<file path="src/source/mdu_pkg.sv">
package mdu_pkg;

    localparam int xlen = 32;      // operand and result width.
    localparam int tag_width = 3;  // request tag width.

    typedef logic [tag_width-1:0] tag_t;

    // operation codes follow the funct3 field of the M extension.
    typedef enum logic [2:0] {
        op_mul    = 3'd0,
        op_mulh   = 3'd1,
        op_mulhsu = 3'd2,
        op_mulhu  = 3'd3,
        op_div    = 3'd4,
        op_divu   = 3'd5,
        op_rem    = 3'd6,
        op_remu   = 3'd7
    } mdu_op_t;

    // upper half of the code space belongs to the divider.
    function automatic logic is_div_op(input mdu_op_t op);
        return op[2];
    endfunction

    // rs1 is unsigned only for mulhu.
    // for mul the low word is the same either way, so signed is fine.
    function automatic logic operand_signed_a(input mdu_op_t op);
        return op != op_mulhu;
    endfunction

    // rs2 is signed for mul and mulh only.
    function automatic logic operand_signed_b(input mdu_op_t op);
        return (op == op_mul) || (op == op_mulh);
    endfunction

endpackage

</file>
<file path="src/source/div_unit.sv">
`timescale 1ns/1ps

module div_unit #(
    parameter int div_buffer_depth = 2
) (
    input  logic                     clk,
    input  logic                     rst,
    input  logic                     request,
    input  mdu_pkg::mdu_op_t         op,
    input  logic [mdu_pkg::xlen-1:0] rs1,
    input  logic [mdu_pkg::xlen-1:0] rs2,
    input  mdu_pkg::tag_t            tag,
    output logic                     ready,
    output logic                     valid,
    output logic [mdu_pkg::xlen-1:0] result,
    output mdu_pkg::tag_t            result_tag,
    input  logic                     accepted
);
    import mdu_pkg::*;

    localparam int count_width = $clog2(div_buffer_depth + 1);

    typedef enum logic [1:0] {s_idle, s_load, s_iter, s_fix} div_state_t;

    div_state_t             state;
    logic [$clog2(xlen)-1:0] step;         // iteration index.
    logic [count_width-1:0] buffered;      // entries in the output buffer.
    mdu_op_t                op_r;
    tag_t                   tag_r;
    logic [xlen-1:0]        dividend;      // raw operands, kept for special cases.
    logic [xlen-1:0]        divisor_raw;
    logic [xlen-1:0]        divisor;       // magnitude.
    logic [xlen-1:0]        quo;           // dividend shifts out, quotient shifts in.
    logic [xlen-1:0]        rem;
    logic                   neg_q;
    logic                   neg_r;
    logic [xlen:0]          shifted;
    logic [xlen+1:0]        diff;
    logic                   op_signed;
    logic                   div_zero;
    logic                   overflow;
    logic [xlen-1:0]        q_final;
    logic [xlen-1:0]        r_final;
    logic                   take;
    logic                   push;
    logic                   drain;

    assign take = request & ready;
    assign push = (state == s_fix);  // one fix-up cycle, entry written at its end.
    assign drain = valid & accepted;
    assign ready = (state == s_idle) && (buffered < count_width'(div_buffer_depth));

    always_ff @(posedge clk) begin
        if (rst) begin
            state <= s_idle;
            step <= '0;
            buffered <= '0;
        end else begin
            case (state)
                s_idle: if (take) state <= s_load;
                s_load: begin
                    state <= s_iter;
                    step <= '0;
                end
                s_iter: begin
                    step <= step + 1'b1;
                    if (step == $clog2(xlen)'(xlen - 1)) state <= s_fix;  // 32 steps done.
                end
                default: state <= s_idle;
            endcase
            if (push && !drain) buffered <= buffered + 1'b1;
            else if (!push && drain) buffered <= buffered - 1'b1;
        end
    end

    assign op_signed = (op_r == op_div) || (op_r == op_rem);
    assign shifted = {rem, quo[xlen-1]};
    assign diff = {1'b0, shifted} - {2'b00, divisor};  // msb set means borrow.

    always_ff @(posedge clk) begin
        if (take) begin
            op_r <= op;
            tag_r <= tag;
            dividend <= rs1;
            divisor_raw <= rs2;
        end
        if (state == s_load) begin
            quo <= (op_signed && dividend[xlen-1]) ? -dividend : dividend;
            divisor <= (op_signed && divisor_raw[xlen-1]) ? -divisor_raw : divisor_raw;
            rem <= '0;
            neg_q <= op_signed & (dividend[xlen-1] ^ divisor_raw[xlen-1]);
            neg_r <= op_signed & dividend[xlen-1];  // remainder follows the dividend.
        end
        if (state == s_iter) begin
            if (!diff[xlen+1]) begin
                rem <= diff[xlen-1:0];   // subtract fits, keep it.
                quo <= {quo[xlen-2:0], 1'b1};
            end else begin
                rem <= shifted[xlen-1:0];  // restore.
                quo <= {quo[xlen-2:0], 1'b0};
            end
        end
    end

    // sign fix-up, then the RISC-V special cases override.
    assign div_zero = (divisor_raw == '0);
    assign overflow = op_signed && (dividend == {1'b1, {(xlen-1){1'b0}}}) && (&divisor_raw);

    always_comb begin
        q_final = neg_q ? -quo : quo;
        r_final = neg_r ? -rem : rem;
        if (div_zero) begin
            q_final = '1;
            r_final = dividend;
        end else if (overflow) begin
            q_final = dividend;
            r_final = '0;
        end
    end

    result_fifo #(
        .depth(div_buffer_depth)
    ) output_buffer (
        .clk      (clk),
        .rst      (rst),
        .push     (push),
        .push_data(((op_r == op_rem) || (op_r == op_remu)) ? r_final : q_final),
        .push_tag (tag_r),
        .pop      (drain),
        .valid    (valid),
        .data     (result),
        .data_tag (result_tag)
    );

endmodule

</file>
<file path="src/source/mdu_top.sv">
`timescale 1ns/1ps

module mdu_top #(
    parameter int mul_cycles = 2,
    parameter int mul_buffer_depth = 4,
    parameter int div_buffer_depth = 2
) (
    input  logic                     clk,
    input  logic                     rst,
    input  logic                     mul_request,
    input  mdu_pkg::mdu_op_t         mul_op,
    input  logic [mdu_pkg::xlen-1:0] mul_rs1,
    input  logic [mdu_pkg::xlen-1:0] mul_rs2,
    input  mdu_pkg::tag_t            mul_tag,
    output logic                     mul_ready,
    input  logic                     div_request,
    input  mdu_pkg::mdu_op_t         div_op,
    input  logic [mdu_pkg::xlen-1:0] div_rs1,
    input  logic [mdu_pkg::xlen-1:0] div_rs2,
    input  mdu_pkg::tag_t            div_tag,
    output logic                     div_ready,
    output logic                     wb_valid,
    output logic [mdu_pkg::xlen-1:0] wb_result,
    output mdu_pkg::tag_t            wb_tag,
    input  logic                     wb_accepted
);
    import mdu_pkg::*;

    logic            mul_valid;     // multiply buffer head.
    logic [xlen-1:0] mul_result;
    tag_t            mul_result_tag;
    logic            mul_accepted;
    logic            div_valid;     // divide buffer head.
    logic [xlen-1:0] div_result;
    tag_t            div_result_tag;
    logic            div_accepted;

    mul_unit #(
        .mul_cycles      (mul_cycles),
        .mul_buffer_depth(mul_buffer_depth)
    ) mul (
        .clk(clk), .rst(rst),
        .request(mul_request), .op(mul_op), .rs1(mul_rs1), .rs2(mul_rs2), .tag(mul_tag),
        .ready(mul_ready),
        .valid(mul_valid), .result(mul_result), .result_tag(mul_result_tag),
        .accepted(mul_accepted)
    );

    div_unit #(
        .div_buffer_depth(div_buffer_depth)
    ) div (
        .clk(clk), .rst(rst),
        .request(div_request), .op(div_op), .rs1(div_rs1), .rs2(div_rs2), .tag(div_tag),
        .ready(div_ready),
        .valid(div_valid), .result(div_result), .result_tag(div_result_tag),
        .accepted(div_accepted)
    );

    // merges both result streams onto the writeback port.
    wb_arbiter arbiter (
        .clk(clk), .rst(rst),
        .mul_valid(mul_valid), .mul_result(mul_result), .mul_tag(mul_result_tag),
        .mul_accepted(mul_accepted),
        .div_valid(div_valid), .div_result(div_result), .div_tag(div_result_tag),
        .div_accepted(div_accepted),
        .wb_valid(wb_valid), .wb_result(wb_result), .wb_tag(wb_tag),
        .wb_accepted(wb_accepted)
    );

endmodule

</file>
<file path="src/source/mul_pipeline.sv">
`timescale 1ns/1ps

module mul_pipeline #(
    parameter int mul_cycles = 2
) (
    input  logic                     clk,
    input  logic                     rst,
    input  logic                     start,
    input  logic [mdu_pkg::xlen-1:0] a,
    input  logic [mdu_pkg::xlen-1:0] b,
    input  logic                     signed_a,
    input  logic                     signed_b,
    input  logic                     upper,
    input  mdu_pkg::tag_t            tag,
    output logic                     done,
    output logic [mdu_pkg::xlen-1:0] product_word,
    output mdu_pkg::tag_t            done_tag
);
    import mdu_pkg::*;

    logic signed [xlen:0]     a_ext;         // 33-bit operands.
    logic signed [xlen:0]     b_ext;
    logic signed [2*xlen+1:0] full_product;  // 66-bit signed product.

    // per-stage state, index 0 is the first register after the multiplier.
    logic [2*xlen-1:0] stage_product [mul_cycles];
    logic              stage_valid   [mul_cycles];
    logic              stage_upper   [mul_cycles];
    tag_t              stage_tag     [mul_cycles];

    // sign or zero extension picks the operand interpretation.
    assign a_ext = {signed_a & a[xlen-1], a};
    assign b_ext = {signed_b & b[xlen-1], b};
    assign full_product = a_ext * b_ext;  // only the low 64 bits matter after this.

    // valid bits walk the pipe with the data, never stalled.
    always_ff @(posedge clk) begin
        if (rst) begin
            for (int i = 0; i < mul_cycles; i++) begin
                stage_valid[i] <= 1'b0;
            end
        end else begin
            stage_valid[0] <= start;
            for (int i = 1; i < mul_cycles; i++) begin
                stage_valid[i] <= stage_valid[i-1];
            end
        end
    end

    always_ff @(posedge clk) begin
        stage_product[0] <= full_product[2*xlen-1:0];
        stage_upper[0] <= upper;
        stage_tag[0] <= tag;
        for (int i = 1; i < mul_cycles; i++) begin
            stage_product[i] <= stage_product[i-1];  // shift product down the pipe.
            stage_upper[i] <= stage_upper[i-1];
            stage_tag[i] <= stage_tag[i-1];
        end
    end

    assign done = stage_valid[mul_cycles-1];
    assign done_tag = stage_tag[mul_cycles-1];
    // high word for mulh variants, low word for mul.
    assign product_word = stage_upper[mul_cycles-1] ? stage_product[mul_cycles-1][2*xlen-1:xlen]
                                                    : stage_product[mul_cycles-1][xlen-1:0];

endmodule

</file>
<file path="src/source/mul_unit.sv">
`timescale 1ns/1ps

module mul_unit #(
    parameter int mul_cycles = 2,
    parameter int mul_buffer_depth = 4
) (
    input  logic                     clk,
    input  logic                     rst,
    input  logic                     request,
    input  mdu_pkg::mdu_op_t         op,
    input  logic [mdu_pkg::xlen-1:0] rs1,
    input  logic [mdu_pkg::xlen-1:0] rs2,
    input  mdu_pkg::tag_t            tag,
    output logic                     ready,
    output logic                     valid,
    output logic [mdu_pkg::xlen-1:0] result,
    output mdu_pkg::tag_t            result_tag,
    input  logic                     accepted
);
    import mdu_pkg::*;

    localparam int count_width = $clog2(mul_buffer_depth + 1);

    logic [count_width-1:0] inflight;       // pipeline plus buffer occupancy.
    logic [count_width-1:0] inflight_next;
    logic                   new_request;
    logic                   drain;
    logic                   mul_done;
    logic [xlen-1:0]        mul_word;
    tag_t                   mul_tag;

    assign new_request = request & ready;
    assign drain = valid & accepted;  // entry leaves the buffer.

    always_comb begin
        inflight_next = inflight;
        if (new_request && !drain) inflight_next = inflight + 1'b1;
        else if (!new_request && drain) inflight_next = inflight - 1'b1;
    end

    // ready is a register, so issue never sees a combinational path from writeback.
    always_ff @(posedge clk) begin
        if (rst) begin
            inflight <= '0;
            ready <= 1'b1;
        end else begin
            inflight <= inflight_next;
            ready <= (inflight_next < count_width'(mul_buffer_depth));
        end
    end

    mul_pipeline #(
        .mul_cycles(mul_cycles)
    ) pipeline (
        .clk         (clk),
        .rst         (rst),
        .start       (new_request),
        .a           (rs1),
        .b           (rs2),
        .signed_a    (operand_signed_a(op)),
        .signed_b    (operand_signed_b(op)),
        .upper       (op != op_mul),        // every other code wants the high word.
        .tag         (tag),
        .done        (mul_done),
        .product_word(mul_word),
        .done_tag    (mul_tag)
    );

    // pipeline output lands here, space is guaranteed by the in-flight count.
    result_fifo #(
        .depth(mul_buffer_depth)
    ) output_buffer (
        .clk      (clk),
        .rst      (rst),
        .push     (mul_done),
        .push_data(mul_word),
        .push_tag (mul_tag),
        .pop      (drain),
        .valid    (valid),
        .data     (result),
        .data_tag (result_tag)
    );

endmodule

</file>
<file path="src/source/result_fifo.sv">
`timescale 1ns/1ps

module result_fifo #(
    parameter int depth = 4
) (
    input  logic                     clk,
    input  logic                     rst,
    input  logic                     push,
    input  logic [mdu_pkg::xlen-1:0] push_data,
    input  mdu_pkg::tag_t            push_tag,
    input  logic                     pop,
    output logic                     valid,
    output logic [mdu_pkg::xlen-1:0] data,
    output mdu_pkg::tag_t            data_tag
);
    import mdu_pkg::*;

    localparam int ptr_width = (depth > 1) ? $clog2(depth) : 1;
    localparam int count_width = $clog2(depth + 1);

    logic [xlen-1:0]        data_mem [depth];  // result words.
    tag_t                   tag_mem  [depth];  // matching tags.
    logic [ptr_width-1:0]   rd_ptr;
    logic [ptr_width-1:0]   wr_ptr;
    logic [count_width-1:0] count;             // entries held.
    logic                   pop_en;

    // pointers wrap at depth, which need not be a power of two.
    function automatic logic [ptr_width-1:0] ptr_inc(input logic [ptr_width-1:0] ptr);
        return (ptr == ptr_width'(depth - 1)) ? '0 : ptr + 1'b1;
    endfunction

    assign pop_en = pop & valid;  // ignore a pop on an empty buffer.

    always_ff @(posedge clk) begin
        if (rst) begin
            rd_ptr <= '0;
            wr_ptr <= '0;
            count <= '0;
        end else begin
            if (push) wr_ptr <= ptr_inc(wr_ptr);
            if (pop_en) rd_ptr <= ptr_inc(rd_ptr);
            if (push && !pop_en) begin
                count <= count + 1'b1;
            end else if (!push && pop_en) begin
                count <= count - 1'b1;
            end
        end
    end

    always_ff @(posedge clk) begin
        if (push) begin
            data_mem[wr_ptr] <= push_data;
            tag_mem[wr_ptr] <= push_tag;
        end
    end

    assign valid = (count != '0);
    assign data = data_mem[rd_ptr];     // head of the buffer.
    assign data_tag = tag_mem[rd_ptr];

endmodule

</file>
<file path="src/source/wb_arbiter.sv">
`timescale 1ns/1ps

module wb_arbiter (
    input  logic                     clk,
    input  logic                     rst,
    input  logic                     mul_valid,
    input  logic [mdu_pkg::xlen-1:0] mul_result,
    input  mdu_pkg::tag_t            mul_tag,
    output logic                     mul_accepted,
    input  logic                     div_valid,
    input  logic [mdu_pkg::xlen-1:0] div_result,
    input  mdu_pkg::tag_t            div_tag,
    output logic                     div_accepted,
    output logic                     wb_valid,
    output logic [mdu_pkg::xlen-1:0] wb_result,
    output mdu_pkg::tag_t            wb_tag,
    input  logic                     wb_accepted
);
    import mdu_pkg::*;

    logic last_div;  // last taken entry came from the divider.
    logic hold;      // output was offered but not taken.
    logic held_div;  // grant to keep while holding.
    logic sel_div;

    always_comb begin
        if (hold) sel_div = held_div;                           // keep the offer stable.
        else if (mul_valid && div_valid) sel_div = !last_div;   // alternate on contention.
        else sel_div = div_valid;
    end

    always_ff @(posedge clk) begin
        if (rst) begin
            last_div <= 1'b0;
            hold <= 1'b0;
            held_div <= 1'b0;
        end else begin
            hold <= wb_valid & ~wb_accepted;
            held_div <= sel_div;
            if (wb_valid && wb_accepted) last_div <= sel_div;  // moves only on a transfer.
        end
    end

    assign wb_valid = mul_valid | div_valid;
    assign wb_result = sel_div ? div_result : mul_result;
    assign wb_tag = sel_div ? div_tag : mul_tag;
    assign mul_accepted = wb_accepted & mul_valid & ~sel_div;
    assign div_accepted = wb_accepted & div_valid & sel_div;

endmodule

</file>
<file path="config.mk">
export PLATFORM = sky130hd
export DESIGN_NAME = mdu_top
export DESIGN_NICKNAME = d
export VERILOG_FILES = /design/src/source/mdu_pkg.sv /design/src/source/div_unit.sv /design/src/source/mdu_top.sv /design/src/source/mul_pipeline.sv /design/src/source/mul_unit.sv /design/src/source/result_fifo.sv /design/src/source/wb_arbiter.sv
export SDC_FILE = /design/constraint.sdc
export NUM_CORES = 2
export LEC_CHECK = 0
export BUFFER_PORTS_ARGS = -buffer_cell sky130_fd_sc_hd__buf_4
export CORE_ASPECT_RATIO = 1.4
export CORE_MARGIN = 5
export CORE_UTILIZATION = 40
export DETAILED_ROUTE_END_ITERATION = 10
export GPL_ROUTABILITY_DRIVEN = 1
export SYNTH_ARGS = -nofsm -noshare
export SYNTH_HDL_FRONTEND = slang
export SYNTH_SLANG_ARGS = --single-unit
</file>
<file path="constraint.sdc">
create_clock -name clk -period 9.05 [get_ports clk]
set_input_delay 0.905 -clock clk [delete_from_list [all_inputs] [get_ports clk]]
set_output_delay 0.905 -clock clk [all_outputs]
set_load 0.1 [all_outputs]
</file>
==> Word level (Yosys, flattened, before mapping) <==
Memory sizes are Yosys's and may differ from the RTL's. A register that Yosys moved wholly into a read port is not among the register bits.
Index checks and enable logic that the tools add are counted.
{ "totals": {"ff_bits": 195, "ramBits": 348, "output_inout_bits": 38, "wordCells": 178, "n_memories": 8} }
{ "classes": {"n_addsub": 18, "multipliers": 1, "n_lt_le_gt_ge": 2, "eq_ne": 14, "n_mux": 53, "bitwise_logic": 21, "reduce_logical": 38} }
{ "memory_table": {"columns": ["memory", "words", "word_bits", "read_ports", "rd_ports_with_merged_regs", "write_ports", "line_no", "rtl"], "rows": [
  ["mul.output_buffer.data_mem", 4, 32, 1, 1, 1, "result_fifo.sv:21", "logic [xlen-1:0] data_mem [depth];"],
  ["mul.pipeline.stage_product", 2, 64, 2, 0, 2, "mul_pipeline.sv:26", "logic [2*xlen-1:0] stage_product [mul_cycles];"],
  ["div.output_buffer.data_mem", 2, 32, 1, 1, 1, "result_fifo.sv:21", null],
  ["mul.output_buffer.tag_mem", 4, 3, 1, 1, 1, "result_fifo.sv:22", "tag_t tag_mem [depth];"],
  ["div.output_buffer.tag_mem", 2, 3, 1, 1, 1, "result_fifo.sv:22", null],
  ["mul.pipeline.stage_tag", 2, 3, 2, 0, 2, "mul_pipeline.sv:29", "tag_t stage_tag [mul_cycles];"],
  ["+2 memories", null, null, null, null, null, null, null]
]} }
{ "ops": {"columns": ["operator", "n"], "rows": [
  ["32-bit 2-to-1 mux", 16],
  ["32-bit negator", 4],
  ["33-bit by 33-bit multiplier with 64-bit output", 1],
  ["33-bit by 32-bit subtractor with 34-bit output", 1],
  ["32-bit == test (second input constant)", 1],
  ["32-bit zero test", 1],
  ["32-bit AND reduction", 1],
  ["2-bit 2-to-1 mux", 12],
  ["1-bit 2-to-1 mux", 18],
  ["1-bit bitwise AND", 15],
  ["1-bit logical AND", 15],
  ["3-bit 2-to-1 mux", 5],
  ["5-bit one-hot mux with 2 select lines", 1],
  ["2-bit nonzero test", 5],
  ["3-bit == test (second input constant)", 3],
  ["2-bit by 1-bit adder with 2-bit output (second input constant)", 4],
  ["2-bit == test (second input constant)", 4],
  ["1-bit zero test", 8],
  ["3-bit by 1-bit adder with 3-bit output (second input constant)", 2],
  ["2-bit one-hot mux with 3 select lines", 1],
  ["3-bit nonzero test", 2],
  ["3-bit by 1-bit subtractor with 3-bit output (second input constant)", 2],
  ["5-bit by 1-bit adder with 5-bit output (second input constant)", 1],
  ["5-bit == test (second input constant)", 1],
  ["other kinds (15)", 23]
]} }

==> Logic depth before layout (Yosys ltp) <==
{ "depth": {"depth_word": 11, "mapped_depth": 30} }

==> Hierarchy <==
From an unflattened synthesis, not the netlist that was laid out.
{ "hier_totals": {"hier_cells": 5948, "hier_area_um2": 61666.6} }
{ "modules_own_cells": {"columns": ["module", "n_inst", "cells_each", "area_per_inst_um2", "seq_area_each_um2"], "rows": [
  ["mul_pipeline", 1, 4327, 41054.4, 2762.6],
  ["div_unit", 1, 1178, 11436.0, 5225.0],
  ["result_fifo (mul.output_buffer)", 1, 227, 5555.3, 4384.2],
  ["result_fifo (div.output_buffer)", 1, 130, 2737.6, 2202.1],
  ["wb_arbiter", 1, 52, 599.3, 60.1],
  ["mul_unit", 1, 34, 284.0, 80.1]
]} }

==> Worst setup path before layout <==
Ideal clock, no wire load.
{ "synth_timing": {"path_kind": "input to register", "from": "in mul_op[1]", "to": "mem mul.pipeline.stage_product[0][62] (netlist bit)", "setup_ns": 0.091, "arrival_time_ns": 8.318, "t_required_ns": 8.959, "setup_slack_ns": 0.641, "path_stages": 28, "path_buffers": 2, "cell_sequence": "nand2_1 > o21a_1 > clkbuf_1 > nand2_1 > inv_1 > fa_1 > inv_1 > fa_1 > inv_1 > fa_1 > inv_1 > fa_1 > inv_1 > fa_1 > fa_1 > inv_1 > fa_1 > fa_1 > inv_1 > ha_1 > clkbuf_1 > a21o_1 > a221o_1 > a221oi_1 > nand3_1 > a221oi_1 > o21ai_0 > a311oi_1"} }
{ "synth_rtl": {"columns": ["item", "line_no", "rtl"], "rows": [
  ["start: declaration", "mdu_top.sv:11", "input mdu_pkg::mdu_op_t mul_op,"],
  ["end: declaration", "mul_pipeline.sv:26", null]
]} }

==> reports/summary.txt <==
Status -> completed
Final non-filler cell total -> 8121
# IOs -> 183
Clock sinks -> 546
Hold depth -> 0
Sequential fraction of the synthesis area -> 24.0%
Die X -> 341 um
Post-synthesis register bit count -> 546
EDFF count, synth -> 378
Commonest non-fill, non-tap cells in the layout -> inv_1 (1255), fa_1 (1127), nand2_1 (982)
Max Fclk -> 0.121 GHz
Wire per inst -> 20.3 um
Total length of routed wires -> 165000 um
GPL Wtd Cong -> 0.900
Vias in the first global route -> 46400
Required time of the critical path -> 9590 ps
M3 GR Usage -> 1.88%
Relative max-transition margin -> 21.4%
Area share of the largest cell type after synthesis -> 36.8%
Mean area per synthesized cell -> 10.1 um2
Pin count of the biggest net entering global routing -> 92
Crit-path max FO -> 26
DP Wirelength -> 131000 um
Max Cap Violations -> 0
RSZ-0062 raised after global routing -> false
Syn nets -> 7625
Area leader, netlist -> fa_1
Hold_buf cts -> 0
# rows -> 170
Vias per std cell -> 5.20
Syn Inst Count -> 6087
Met1 Usage GRT -> 24.4%
CTS buffer count -> 52
Placed cells -> 8020
Total track usage -> 20.6%
Synthesized cell area -> 61300 um2
Asr flop ratio synth -> 0%
Synth cell types -> 83
Detail Route Antenna Nets -> 0
Met2 Use GR -> 38.1%
Layout Skew -> 55.2 ps
Vias -> 42200
Max H-tree Level -> 2
Endpoints failing hold -> 0
HP Start -> mul.pipeline.stage_product[0][14]
Resized cells post-CTS -> 0
Least-Margin Pin Slew -> 1180 ps
DRT iter0 DRCs -> 2374
Pins Over Slew Limit -> 0
Initial Utilization -> 40.1%
Grt total ovfl -> 0
Detailed-route DRC error count -> 0
Fraction of layout cells with a size suffix above 1 -> 7.33%
CP startpoint kind -> primary input
Nets -> 7634
Final setup viols -> 0
CTS tree -> yes
Filler cells -> 14600
Setup CP Type -> in -> reg
R2R Path End -> div.output_buffer.data_mem[1][31]
First-pass GRT wire length -> 261000 um
Root buf cell -> clkbuf_16
Synth top area cells -> fa_1 (37%), edfxtp_1 (19%), inv_1 (7.7%), nand2_1 (6.0%), dfxtp_1 (5.5%)
Worst setup path start -> mul_op[1]
Drt pass-1 iters -> 6
Tcrit/Tclk final -> 91.1%
Clk slew on worst S/H paths -> 60 ps
Core area -> 153000 um2
HP Class -> reg -> reg
Die area -> 161000 um2
Worst-Skew Late Latency -> 650 ps
Sequential Area -> 14700 um2
GR peak layer -> met2
Worst Hold End -> mul.pipeline.stage_product[0][78]
Most common cell after layout, fill and taps aside -> inv_1
Critical Path Sink Type -> flip-flop
Setup TNS -> 0 ps
Clk buf depth -> 3
WP data arrival -> 8780 ps
Flop2flop setup slack -> 4900 ps
Initial antenna violation count -> 1
Total setup buffers inserted after CTS -> 0
Tmin final -> 8250 ps
Worst flop-to-flop path startpoint -> div.dividend[2]
Die Y -> 473 um
P&R area growth vs syn -> 8.31%
Primary FF master, synth -> edfxtp_1
R2R depth -> 8
Total number of yosys warnings -> 0
Multi-input logic area -> 40800 um2
PortBufs -> 182
-- cells by family (layout without fill, tap and decap cells) --
kind of cell | count (synthesis) | count (layout) | synth area share [%]
mux | 110 | 110 | 2.57
fa+ha+maj | 1393 | 1393 | 42.2
simple gates | 1687 | 1687 | 12.7
xor+xnor | 220 | 220 | 3.14
buf+inv | 1549 | 1602 | 9.49
other cells | 0 | 3 | 0
flops | 546 | 546 | 24.0
compound gates | 582 | 582 | 5.92
-- registers in the layout, summed over array words and instances (netlist names), 3 cells and up, named ones only --
name / flops
div.dividend: 32
div.tag_r: 3
mul.output_buffer.count: 3
div.output_buffer.tag_mem: 6
mul.pipeline.stage_tag: 6
div.divisor_raw: 32
div.step: 5
div.op_r: 3
div.output_buffer.data_mem: 64
div.divisor: 32
mul.pipeline.stage_product: 128
div.rem: 32
mul.output_buffer.tag_mem: 12
mul.inflight: 3
div.quo: 32
mul.output_buffer.data_mem: 128
-- final cells by class --
cell class,instances,share of cell area [%]
tap,1978,3.73
clock inverter,33,0.625
timing repair buffer,248,2.80
clock buffer,65,2.12
multi-input combinational,3992,61.5
inverter,1256,7.10
antenna,3,0.0113
sequential,546,22.2
-- worst max-delay path by stage --
stage	endpoint	slack (ps)	cells past startpoint
after floorplan	mul.pipeline.stage_product[0][62]	640	28
after global placement	mul.pipeline.stage_product[0][62]	230	28
after detailed placement	mul.pipeline.stage_product[0][62]	100	25
after CTS	mul.pipeline.stage_product[0][62]	780	25
after global routing	mul.pipeline.stage_product[0][62]	400	25
final	mul.pipeline.stage_product[0][62]	800	25
-- synthesized netlist by cell type, types with 16 or more instances --
| cell type | instances |
|---|---|
| o21ai_0 | 169 |
| o31ai_1 | 28 |
| mux2_2 | 32 |
| nor2_1 | 165 |
| a21o_1 | 39 |
| a21oi_1 | 165 |
| xor2_1 | 99 |
| or3_1 | 23 |
| nor3_1 | 36 |
| edfxtp_1 | 378 |
| a22oi_1 | 28 |
| inv_1 | 1255 |
| ha_1 | 266 |
| nand3_1 | 30 |
| nand2_1 | 982 |
| nor2b_1 | 17 |
| xnor2_1 | 121 |
| nand4_1 | 19 |
| a211oi_1 | 27 |
| nand2b_1 | 16 |
| fa_1 | 1127 |
| and2_1 | 305 |
| dfxtp_1 | 168 |
| o21a_1 | 20 |
| mux4_2 | 35 |
| mux2i_1 | 43 |
| clkbuf_1 | 276 |
-- layer usage --
metal	vias up	wire [um]
met3	383	7200
met5	-	0
met2	1261	87300
met4	0	8010
met1	21900	62200
li1	18700	-
-- through the flow --
step           worst slack, ps  area, um2  util (%)  hold slack [ps]
6_report                   803      66400      43.4              310
5_1_grt                    397      66400      43.4              323
4_1_cts                    776      66400      43.4              305
3_5_place_dp              95.2      64600      42.2              312
3_3_place_gp               235      64600      42.2              310
2_1_floorplan              641      61300         -              310
-- worst max-delay path, cell delays in order --
cell and delay [ps]:
buf_4 120, nand2_1 60, o21a_1 270, buf_4 350
nand2_1 210, fa_1 700, inv_1 120, fa_1 520
fa_1 440, fa_1 550, fa_1 450, fa_1 550
inv_1 50, fa_1 450, fa_1 490, inv_1 40
ha_1 300, a21oi_1 180, o21ai_0 170, a221o_1 360
a221oi_1 280, nand3_1 200, a221oi_1 470, o21ai_0 260
a311oi_1 280
Power is left out: the tool's default activity adds up to more than one toggle a clock period on the data nets, which glitch-free logic cannot reach.
